==> src/hw/kd_pkg.sv <==
// Tree depth and patch geometry are fixed here at compile time; changing kd_depth also needs kd_nodes/kd_leaves updated
package kd_pkg;

  // Tree geometry
  localparam int unsigned kd_depth  = 4;   // Internal levels, root is level 0
  localparam int unsigned kd_nodes  = 15;  // 2**kd_depth - 1 internal nodes
  localparam int unsigned kd_leaves = 16;  // 2**kd_depth leaves
  localparam int unsigned kd_dims   = 5;   // Components per patch
  localparam int unsigned kd_comp_w = 11;  // Bits per component

  // Field widths
  localparam int unsigned kd_dim_w  = 3;   // Holds 0..7, values above kd_dims-1 fold to 0
  localparam int unsigned kd_leaf_w = 4;   // Leaf index 0..15
  localparam int unsigned kd_tag_w  = 4;   // Host query tag
  localparam int unsigned kd_cnt_w  = 4;   // Write counter, saturates at kd_nodes

  // One patch, component 0 in the low bits
  typedef logic [kd_dims-1:0][kd_comp_w-1:0] patch_t;

  // Internal node word as written by the host
  typedef struct packed {
    logic [kd_dim_w-1:0]  dim;     // Split dimension
    logic [kd_comp_w-1:0] median;  // Split value, equal goes right
  } node_t;

  // Query side scalars
  typedef logic [kd_tag_w-1:0]  tag_t;
  typedef logic [kd_leaf_w-1:0] leaf_t;

endpackage

==> src/hw/kd_cfg_if.sv <==
// Node load bus; sel is one-hot or zero, wr is only meaningful while loading is high
`timescale 1ns/1ns

interface kd_cfg_if;

  logic                        wr;       // Write strobe, already qualified by load_en
  logic [kd_pkg::kd_nodes-1:0] sel;      // One-hot target node
  kd_pkg::node_t               data;     // Node word, shared by all nodes
  logic                        loading;  // Load session active

  // Counter side drives the bus
  modport writer (
    output wr,
    output sel,
    output data,
    output loading
  );

  // Tree side only listens
  modport tree (
    input wr,
    input sel,
    input data,
    input loading
  );

endinterface

==> src/hw/kd_node_writer.sv <==
// Breadth-first node loader; count restarts whenever load_en drops and writes past node 14 are dropped
`timescale 1ns/1ns

module kd_node_writer (
  input  logic          clk,
  input  logic          rst_n,
  input  logic          load_en,    // Level, high for a whole load session
  input  logic          node_wr,    // One node word per high cycle
  input  kd_pkg::node_t node_data,
  kd_cfg_if.writer      cfg
);

  logic [kd_pkg::kd_cnt_w-1:0] wr_cnt;  // Index of the next node to write
  logic                        room;    // Counter still points at a real node
  logic                        wr_ok;   // Write accepted this cycle

  assign room  = (wr_cnt < kd_pkg::kd_nodes);
  assign wr_ok = load_en & node_wr & room;

  // Address counter
  // Cleared between sessions so a reload starts again at the root
  always_ff @(posedge clk) begin
    if (!rst_n || !load_en) begin
      wr_cnt <= '0;
    end else if (wr_ok) begin
      wr_cnt <= wr_cnt + kd_pkg::kd_cnt_w'(1);  // Stops at kd_nodes, room goes low
    end
  end

  // Count to one-hot node select
  always_comb begin
    cfg.sel = '0;
    for (int k = 0; k < kd_pkg::kd_nodes; k++) begin
      cfg.sel[k] = (wr_cnt == kd_pkg::kd_cnt_w'(k));
    end
  end

  assign cfg.wr      = wr_ok;      // Node latches at the same edge
  assign cfg.data    = node_data;  // Data is not registered, write is not pipelined
  assign cfg.loading = load_en;

endmodule

==> src/hw/kd_node.sv <==
// Single internal node; routing is combinational, the level registers sit in kd_tree
`timescale 1ns/1ns

module kd_node (
  input  logic           clk,
  input  logic           rst_n,
  input  logic           wen,          // Select and strobe from the loader
  input  kd_pkg::node_t  wdata,
  input  logic           valid_in,     // A query sits at this node
  input  kd_pkg::patch_t patch,
  output logic           valid_left,   // Toward child 2k+1
  output logic           valid_right   // Toward child 2k+2
);

  kd_pkg::node_t                node_q;    // Stored split word
  logic [kd_pkg::kd_dim_w-1:0]  dim_sel;   // Dimension after folding
  logic [kd_pkg::kd_comp_w-1:0] comp;      // Selected patch component
  logic                         go_left;

  // Node word, zero after reset so everything routes right
  always_ff @(posedge clk) begin
    if (!rst_n) begin
      node_q <= '0;
    end else if (wen) begin
      node_q <= wdata;
    end
  end

  // Dimensions 5..7 do not exist, treat them as dimension 0
  always_comb begin
    if (node_q.dim < kd_pkg::kd_dims) begin
      dim_sel = node_q.dim;
    end else begin
      dim_sel = '0;
    end
  end

  assign comp    = patch[dim_sel];
  assign go_left = (comp < node_q.median);  // Strictly less, ties go right

  // Exactly one child sees the query
  assign valid_left  = valid_in &  go_left;
  assign valid_right = valid_in & ~go_left;

endmodule

==> src/hw/kd_tree.sv <==
// Fixed-depth pipelined search; one level per clock, result kd_depth clocks after the query edge
`timescale 1ns/1ns

module kd_tree (
  input  logic           clk,
  input  logic           rst_n,
  kd_cfg_if.tree         cfg,
  input  logic           query_valid,
  input  kd_pkg::patch_t query_patch,
  input  kd_pkg::tag_t   query_tag,
  output logic           leaf_valid,
  output kd_pkg::leaf_t  leaf_index,
  output kd_pkg::tag_t   leaf_tag
);

  // Payload pipeline
  // patch_q[l] feeds level l, tag_q[kd_depth] lines up with the leaf vector
  kd_pkg::patch_t patch_q [1:kd_pkg::kd_depth-1];
  kd_pkg::tag_t   tag_q   [1:kd_pkg::kd_depth];

  logic [kd_pkg::kd_leaves-1:0] leaf_vec;  // Registered outputs of the last level

  // No reset, valid bits alone mark live entries
  always_ff @(posedge clk) begin
    patch_q[1] <= query_patch;
    tag_q[1]   <= query_tag;
    for (int i = 2; i < kd_pkg::kd_depth; i++) begin
      patch_q[i] <= patch_q[i-1];
    end
    for (int i = 2; i <= kd_pkg::kd_depth; i++) begin
      tag_q[i] <= tag_q[i-1];
    end
  end

  // One generate block per level
  for (genvar l = 0; l < kd_pkg::kd_depth; l++) begin : g_lvl
    logic [(2**l)-1:0]     v_in;   // Position valids entering this level
    logic [(2**(l+1))-1:0] v_out;  // Node outputs, child positions
    logic [(2**(l+1))-1:0] v_q;    // Registered for the next level
    kd_pkg::patch_t        p_in;

    if (l == 0) begin : g_root
      // Root takes the query straight from the port
      assign v_in = query_valid;
      assign p_in = query_patch;
    end else begin : g_inner
      assign v_in = g_lvl[l-1].v_q;
      assign p_in = patch_q[l];
    end

    // Node index k = 2**l - 1 + j, children land at positions 2j and 2j+1
    for (genvar j = 0; j < 2**l; j++) begin : g_node
      kd_node u_node (
        .clk         (clk),
        .rst_n       (rst_n),
        .wen         (cfg.wr & cfg.sel[(2**l)-1+j]),
        .wdata       (cfg.data),
        .valid_in    (v_in[j]),
        .patch       (p_in),
        .valid_left  (v_out[2*j]),
        .valid_right (v_out[2*j+1])
      );
    end

    // Level register, doubles in width each level
    always_ff @(posedge clk) begin
      if (!rst_n) begin
        v_q <= '0;
      end else begin
        v_q <= v_out;
      end
    end
  end

  assign leaf_vec = g_lvl[kd_pkg::kd_depth-1].v_q;  // Position j is leaf j

  // One-hot to binary
  // OR of set bit positions, fine since at most one bit is live
  always_comb begin
    leaf_index = '0;
    for (int i = 0; i < kd_pkg::kd_leaves; i++) begin
      if (leaf_vec[i]) begin
        leaf_index = leaf_index | kd_pkg::kd_leaf_w'(i);
      end
    end
  end

  assign leaf_valid = |leaf_vec;
  assign leaf_tag   = tag_q[kd_pkg::kd_depth];  // Tag rode along with the patch

endmodule

==> src/hw/kd_top.sv <==
// Top with plain ports; no back-pressure, host must take leaf_valid the cycle it shows up
`timescale 1ns/1ns

module kd_top (
  input  logic           clk,
  input  logic           rst_n,
  input  logic           load_en,      // Load session, level
  input  logic           node_wr,      // Node word strobe
  input  kd_pkg::node_t  node_data,
  input  logic           query_valid,
  input  kd_pkg::patch_t query_patch,
  input  kd_pkg::tag_t   query_tag,
  output logic           leaf_valid,   // kd_depth clocks after query_valid
  output kd_pkg::leaf_t  leaf_index,
  output kd_pkg::tag_t   leaf_tag
);

  kd_cfg_if cfg_if ();  // Loader to node bus

  // Breadth-first address generation
  kd_node_writer u_writer (
    .clk       (clk),
    .rst_n     (rst_n),
    .load_en   (load_en),
    .node_wr   (node_wr),
    .node_data (node_data),
    .cfg       (cfg_if.writer)
  );

  // Search pipeline
  kd_tree u_tree (
    .clk         (clk),
    .rst_n       (rst_n),
    .cfg         (cfg_if.tree),
    .query_valid (query_valid),
    .query_patch (query_patch),
    .query_tag   (query_tag),
    .leaf_valid  (leaf_valid),
    .leaf_index  (leaf_index),
    .leaf_tag    (leaf_tag)
  );

endmodule

==> config.mk <==
export PLATFORM = sky130hd
export DESIGN_NAME = kd_top
export DESIGN_NICKNAME = d
export VERILOG_FILES = /design/src/hw/kd_pkg.sv /design/src/hw/kd_cfg_if.sv /design/src/hw/kd_node_writer.sv /design/src/hw/kd_node.sv /design/src/hw/kd_tree.sv /design/src/hw/kd_top.sv
export SDC_FILE = /design/constraint.sdc
export NUM_CORES = 1
export LEC_CHECK = 0
export BUFFER_PORTS_ARGS = -buffer_cell sky130_fd_sc_hd__buf_4
export CORE_UTILIZATION = 45
export CTS_BUF_LIST = sky130_fd_sc_hd__clkbuf_4
export DETAILED_ROUTE_END_ITERATION = 8
export PLACE_DENSITY = 0.6
export SLEW_MARGIN = 30
export SYNTH_ARGS = -nofsm -noshare
export SYNTH_HDL_FRONTEND = slang
export SYNTH_SLANG_ARGS = --single-unit
export TNS_END_PERCENT = 50
==> constraint.sdc <==
create_clock -name clk -period 2.5 [get_ports clk]
set_input_delay 0.25 -clock clk [delete_from_list [all_inputs] [get_ports clk]]
set_output_delay 0.25 -clock clk [all_outputs]
set_load 0.05 [all_outputs]
==> results of run 1 <==
## power by group through the flow
stage	Sequential [µW]	Combinational, µW	Clock, µW
after CTS	7260	1920	6330
after global routing	7270	2190	6710
after floorplan	7200	930	0
after detailed placement	7420	1700	0
final	7290	2080	6230
after global placement	7420	1660	0
## sequential cells by signal, indices dropped and copies added (netlist names)
name,cells
u_tree.g_lvl.g_node.u_node.node_q,210
u_tree.patch_q,165
u_tree.g_lvl.v_q,30
u_tree.tag_q,16
u_writer.wr_cnt,4
## layout make-up
type                    count  area, µm²
flip-flops and latches    425       8610
repair buffers            593       5370
diodes                      6       15.0
clock inverters            48        287
multi-input cells        1986      14800
inverters                 190        721
clock buffers             153       1150
well taps                 688        861
fillers                  4509      20600
## layer usage
metal	track usage, %	wire, µm	vias to the layer above
met5	0	27	-
met4	22.9	6920	4
met3	8.10	8430	389
met2	57.6	45100	1210
met1	43.9	40000	11421
li1	-	-	10970
## Yosys cell counts, types with 11 or more instances
master,number
o21a_1,14
nor3_1,16
nand3_1,16
dfxtp_1,425
clkbuf_1,153
nand2_1,424
mux2_2,100
o21ai_0,75
inv_1,190
o22ai_1,106
a211oi_1,20
a21boi_0,174
nor2_1,213
mux2i_1,107
buf_1,28
a21oi_1,170
mux4_2,40
o211ai_1,11
ha_1,154
nand4_1,27
o22a_1,100
buf_2,28
nor2b_1,64
nand2b_1,36
## kinds of logic after synthesis
group	Yosys count
simple gates	844
xor+xnor	2
mux	247
flops	425
fa+ha+maj	154
buf+inv	407
compound gates	739
## worst min-delay path, delay by kind of cell
kind / cells / cell delay (ps)
buf+inv: 3 / 740
## stage by stage
stage	setup TNS (ps)	total power [µW]	area, µm²
5_1_grt	-2480	16200	31900
3_3_place_gp	-3490	9080	27200
2_1_floorplan	-72.5	8130	23900
3_5_place_dp	-4180	9110	27200
4_1_cts	-340	15500	30600
6_report	-906	15600	31900
## repair_timing
| item | in CTS | in global routing |
|---|---|---|
| endpoints found under the setup margin | 28 | 30 |
| cloned | 1 | 3 |
| hold endpoints to repair | 296 | 0 |
| hold buffers | 137 | 0 |
| buffers inserted | 25 | 31 |
| resized for setup | 126 | 230 |
| pin swaps | 20 | 93 |
## worst paths after layout
check | start | endpoint | depth (start not counted)
worst max register to register | u_tree.patch_q[0][171]$_DFF_P_ | u_tree.g_lvl[3].v_q[15]$_SDFF_PN0_ | 8
worst min register to register | u_tree.tag_q[0][9]$_DFF_P_ | u_tree.tag_q[0][13]$_DFF_P_ | 0
worst max-delay path | u_tree.patch_q[0][171]$_DFF_P_ | u_tree.g_lvl[3].v_q[15]$_SDFF_PN0_ | 8
worst min-delay path | query_patch[6] | u_tree.patch_q[0][61]$_DFF_P_ | 3
==> results.py, run 1 <==
metrics = {
    "run_status": {
        "status": "complete, but fails checks",
        "violations": "setup timing",
    },
    "logic_synthesis": {
        "synthArstFlopShare_pct": 0,
        "netlist_area_um2": 23900,
        "synth_top_area_share_pct": 35.7,
        "yosys-top-cells-area": "dfxtp_1 36%, ha_1 8.1%, nand2_1 6.7%",
        "synthSimpleGateAreaFrac_pct": 15.7,
        "ys.flop_type": "dfxtp_1",
        "synth_edf_count": 0,
        "synth_top_family_by_area": "compound AO/OA/AOI/OAI gates",
        "synth_fa_ha_area_share_pct": 8.07,
        "syn_area_per_cell_um2": 8.47,
        "synth_compound_area_share_pct": 20.9,
        "yosys_register_bits": 425,
        "syn-num-nets": 3050,
        "synth_top_area_cell": "dfxtp_1",
        "yosysSeqAreaShare_pct": 35.7,
        "synth.distinct_cells": 57,
        "yosys.area_share.xor_xnor_pct": 0.0734,
        "synthMuxAreaShare_pct": 13.0,
        "synth_warnings": 0,
        "syn_inst": 2818,
    },
    "die": {
        "rows": 84,
        "die_width_um": 232,
        "die_area_um2": 54000,
        "start_util_pct": 45.5,
        "pin_count": 87,
        "core_area_um2": 52400,
        "die_y_um": 232,
    },
    "pwr": {
        "sequentialPowerShare_pct": 46.7,
        "pwr-share-clk_pct": 39.9,
        "internal-power_uw": 11000,
        "p_sw_share_pct": 29.2,
        "vdd_drop_max_mv": 0.476,
        "leakage_uw": 0.0121,
        "switchingPower_uw": 4560,
        "combinationalPowerShare_pct": 13.3,
        "power.density_nw_per_um2": 489,
    },
    "clocking": {
        "clock_latency_ps": 940,
        "cts.clk_slew.worst_paths_ps": 70,
        "cts_tree": "yes",
        "clock_path_buffers": 3,
        "htree_levels": 3,
        "cts_buffers": 113,
        "clock_sinks": 425,
        "root_buffer": "clkbuf_4",
    },
    "sta": {
        "finalHoldViolCount": 0,
        "slew_viol_final": 0,
        "holdWs_ps": 107,
        "fin_skew_ps": 74.2,
        "setup_violations": 11,
        "max_slew.worst_pin.slew_ps": 781,
        "setup_ws_ps": -173,
        "fin_crit_sh_pct": 107,
        "fin_crit_ps": 2670,
        "max_freq_ghz": 0.374,
        "slew_headroom_pct": 47.9,
        "rsz0062_at_grt": "true",
    },
    "route": {
        "drt-wirelength-per-cell_um": 24.6,
        "final_antenna_net_count": 0,
        "drc": 0,
        "dr_total_vias": 23994,
        "routed_via_density": 5.87,
        "routed_wl_um": 100000,
        "first_pass_iters": 7,
        "drtIter0Drc": 2240,
    },
    "critical_path": {
        "worstSetupPathType": "reg -> reg",
        "crit_required_ps": 3280,
        "crit_slowest_cell": "dfxtp_1",
        "critPathLaunchType": "register",
        "cp.buffers_inverters": 0,
        "arrival_ps": 3460,
        "path_cells": "mux4_2 > nor2_1 > a21oi_1 > ha_1 > a22o_1 > o41ai_2 > o211ai_1 > nor2b_1",
        "reg2reg_slack_ps": -170,
        "cpPeakStageDelay_ps": 650,
        "crit_path_max_fanout": 5,
        "endpoint_kind": "register",
        "critPathTopFamily": "compound AO/OA/AOI/OAI gates",
    },
    "layout": {
        "layout-drive-gt1-share_pct": 30.0,
        "layout_common_cells": "413 x nand2_1, 393 x buf_4, 376 x dfxtp_1",
        "fin_cells": 4089,
        "final_common_cell": "nand2_1",
        "area_growth_pct": 33.5,
        "layout.nets": 3541,
        "utilization_pct": 60.8,
    },
    "placed_design": {
        "dp.cells": 3686,
        "globalplace.congestion": 1.05,
        "io_buffer_count": 86,
        "place_hpwl_um": 68000,
        "dp_slack_ps": -606,
    },
    "global_routing": {
        "grt_max_degree": 45,
        "track_usage_pct": 36.1,
        "antenna_found_initial": 5,
        "grt_pass1_wl_um": 144000,
        "grt-ovfl-total": 0,
        "first_global_vias": 23532,
    },
    "flow_run": {
        "cap_violations": 0,
    },
    "min_path": {
        "hold_class": "in -> reg",
    },
}
Power figures use the tool's default switching activity.
==> run 2, diff against run 1 <==
--- a/config.mk
+++ b/config.mk
@@ -6,10 +6,11 @@
 export NUM_CORES = 1
 export LEC_CHECK = 0
 export BUFFER_PORTS_ARGS = -buffer_cell sky130_fd_sc_hd__buf_4
+export CAP_MARGIN = 30
 export CORE_UTILIZATION = 45
 export CTS_BUF_LIST = sky130_fd_sc_hd__clkbuf_4
 export DETAILED_ROUTE_END_ITERATION = 8
-export PLACE_DENSITY = 0.6
+export PLACE_DENSITY = 0.58
 export SLEW_MARGIN = 30
 export SYNTH_ARGS = -nofsm -noshare
 export SYNTH_HDL_FRONTEND = slang
==> constraint.sdc (replaced) <==
create_clock -name clk -period 3.4 [get_ports clk]
set_input_delay 0.34 -clock clk [delete_from_list [all_inputs] [get_ports clk]]
set_output_delay 0.34 -clock clk [all_outputs]
set_load 0.05 [all_outputs]
==> run 2 against run 1 <==
Effect of this change:
- the run now ends clean
- final area is 15% lower
- sequential power is 25% lower
- critical path depth is 2 higher
- critical path type unchanged
- worst hold slack worse by 15 ps
- largest power group unchanged
- die area stayed put
- worst setup slack better by 440 ps
==> results.py, run 2 (same netlist as run 1, synthesis figures left out) <==
metrics = {
    "clocking": {
        "cts.clk_slew.worst_paths_ps": 70,
        "clock_latency_ps": 880,
        "post_cts_buffers": 0,
        "clock_sinks": 425,
        "root_buffer": "clkbuf_4",
        "cts_buffers": 113,
        "htree_levels": 3,
        "cts_tree": "yes",
        "clock_path_buffers": 3,
    },
    "die": {
        "die_area_um2": 54000,
        "pin_count": 87,
        "die_width_um": 232,
        "rows": 84,
        "die_y_um": 232,
        "core_area_um2": 52400,
        "start_util_pct": 45.5,
    },
    "layout": {
        "largest_registers": "u_tree.g_lvl.g_node.u_node.node_q x210, u_tree.patch_q x165, u_tree.g_lvl.v_q x30",
        "fillCellCount": 5048,
        "layout-drive-gt1-share_pct": 15.6,
        "multiInputGateArea_um2": 13800,
        "layout.nets": 3178,
        "largest_reg_flops": 210,
        "final_common_cell": "dfxtp_1",
        "seqCellArea_um2": 8510,
        "layout_common_cells": "425 x dfxtp_1, 424 x nand2_1, 209 x nor2_1",
        "area_growth_pct": 14.0,
        "top_register": "u_tree.g_lvl.g_node.u_node.node_q",
        "utilization_pct": 51.9,
    },
    "global_routing": {
        "grt-ovfl-total": 0,
        "grt_max_degree": 71,
        "antenna_found_initial": 2,
        "grt_pass1_wl_um": 135000,
        "track_usage_pct": 34.5,
        "first_global_vias": 21026,
    },
    "sta": {
        "max_slew.worst_pin.slew_ps": 863,
        "fin_skew_ps": 42.6,
        "fin_crit_sh_pct": 92.3,
        "max_freq_ghz": 0.319,
        "slew_viol_final": 0,
        "fin_crit_ps": 3140,
        "holdWs_ps": 92.2,
        "rsz0062_at_grt": "false",
        "tns_ps": 0,
        "finalHoldViolCount": 0,
        "setup_violations": 0,
        "setup_ws_ps": 263,
        "slew_headroom_pct": 42.4,
    },
    "pwr": {
        "power.density_nw_per_um2": 405,
        "sequentialPowerShare_pct": 49.5,
        "internal-power_uw": 7820,
        "switchingPower_uw": 3190,
        "leakage_uw": 0.00998,
        "total_power_uw": 11000,
        "combinationalPowerShare_pct": 10.1,
        "pwr-share-clk_pct": 40.4,
        "vdd_drop_max_mv": 0.290,
        "p_sw_share_pct": 29.0,
    },
    "critical_path": {
        "critPathLaunch": "u_tree.g_lvl[3].g_node[3].u_node.node_q[11]$_SDFFE_PN0P_",
        "endpoint_kind": "register",
        "worstSetupPathType": "reg -> reg",
        "arrival_ps": 3880,
        "r2r_end": "u_tree.g_lvl[3].v_q[7]$_SDFF_PN0_",
        "crit_required_ps": 4150,
        "cpPeakStageDelay_ps": 690,
        "reg2reg_slack_ps": 260,
        "critPathLaunchType": "register",
        "r2r_cells": 10,
        "path_common_cell": "nor2_1",
        "crit_path_max_fanout": 16,
        "path_cells": "nor2_1 > nor2_1 > o22ai_1 > a21oi_1 > ha_1 > o21ai_0 > nor2_1 > a211oi_1 > o21ai_1 > o311a_1",
        "r2r-start": "u_tree.g_lvl[3].g_node[3].u_node.node_q[11]$_SDFFE_PN0P_",
        "crit_slowest_cell": "dfxtp_1",
    },
    "route": {
        "drtIter0Drc": 2075,
        "routed_wl_um": 93900,
        "drt-wirelength-per-cell_um": 25.2,
        "routed_via_density": 5.89,
        "first_pass_iters": 6,
        "final_antenna_net_count": 0,
        "drc": 0,
        "dr_total_vias": 21984,
    },
    "run_status": {
        "status": "finished, final reports clean",
    },
    "min_path": {
        "holdPathEnd": "u_tree.tag_q[0][6]$_DFF_P_",
        "hp-start": "query_tag[2]",
        "hold_class": "in -> reg",
        "min_path_cells": 2,
    },
    "placed_design": {
        "place_hpwl_um": 64300,
        "io_buffer_count": 86,
        "dp_slack_ps": 341,
        "globalplace.congestion": 0.963,
    },
    "flow_run": {
        "cap_violations": 0,
    },
}
run 2: cell types whose count changed in the layout (fill, tap and decap cells not counted), moves of 15 or more:
cell           previous run  this run
a21oi_1                 129       170
a21oi_2                  36         0
buf_12                   33         1
buf_4                   393       151
buf_6                    25         0
clkinv_1                 23        38
dfxtp_1                 376       425
dfxtp_2                  32         0
dfxtp_4                  17         0
dlygate4sd3_1           137        78
nor2_1                  181       209
nor2_2                   30         7
o22ai_1                  73       106
o22ai_2                  29         0
run 2: worst max-delay path by stage:
| stage | slack [ps] | end |
|---|---|---|
| after floorplan | 850 | u_tree.g_lvl[0].v_q[1]$_SDFF_PN0_ |
| after global placement | 340 | u_tree.g_lvl[1].v_q[1]$_SDFF_PN0_ |
| after detailed placement | 340 | u_tree.g_lvl[1].v_q[1]$_SDFF_PN0_ |
| after CTS | 320 | u_tree.g_lvl[1].v_q[1]$_SDFF_PN0_ |
| after global routing | 30 | u_tree.g_lvl[3].v_q[6]$_SDFF_PN0_ |
| final | 260 | u_tree.g_lvl[3].v_q[7]$_SDFF_PN0_ |
run 2: stage by stage:
stage / instance area, µm² / cells
6_report: 27200 / 3731
5_1_grt: 27200 / 3729
4_1_cts: 27200 / 3727
3_5_place_dp: 25000 / 3441
3_3_place_gp: 25000 / 3441
2_1_floorplan: 23900 / 2818
run 2: what timing repair did:
item | 4_1_cts | 5_1_grt
endpoints found under the setup margin | 0 | 0
hold endpoints to repair | 279 | 0
resized for setup | 0 | 0
hold buffers | 78 | 0
run 2: metal layers:
| layer | up-vias | part of all wire [%] | GRT usage, % |
|---|---|---|---|
| met5 | - | 0 | 0 |
| met4 | 0 | 7.0 | 23.2 |
| met3 | 254 | 8.0 | 6.59 |
| met2 | 1102 | 44 | 53.3 |
| met1 | 10388 | 41 | 43.4 |
| li1 | 10240 | - | - |
run 2: power groups by stage:
stage / clock, µW / combinational, µW / sequential (µW)
2_1_floorplan: 0 / 683 / 5300
3_3_place_gp: 0 / 1010 / 5540
3_5_place_dp: 0 / 1030 / 5540
4_1_cts: 4570 / 1100 / 5430
6_report: 4450 / 1110 / 5450
5_1_grt: 4860 / 1200 / 5440
run 2: area by class of cell:
type / instances / area share (%)
inverters: 190 / 2.62
clock inverters: 53 / 0.906
well taps: 688 / 3.16
repair buffers: 230 / 7.11
clock buffers: 155 / 4.28
diodes: 4 / 0.0368
flip-flops and latches: 425 / 31.3
multi-input cells: 1986 / 50.6
run 2: worst max-delay path: cells and delay by family (launching register included):
family	cells	cell delay, ps
compound gates	6	1290
fa+ha+maj	1	310
flops	1	690
simple gates	3	740
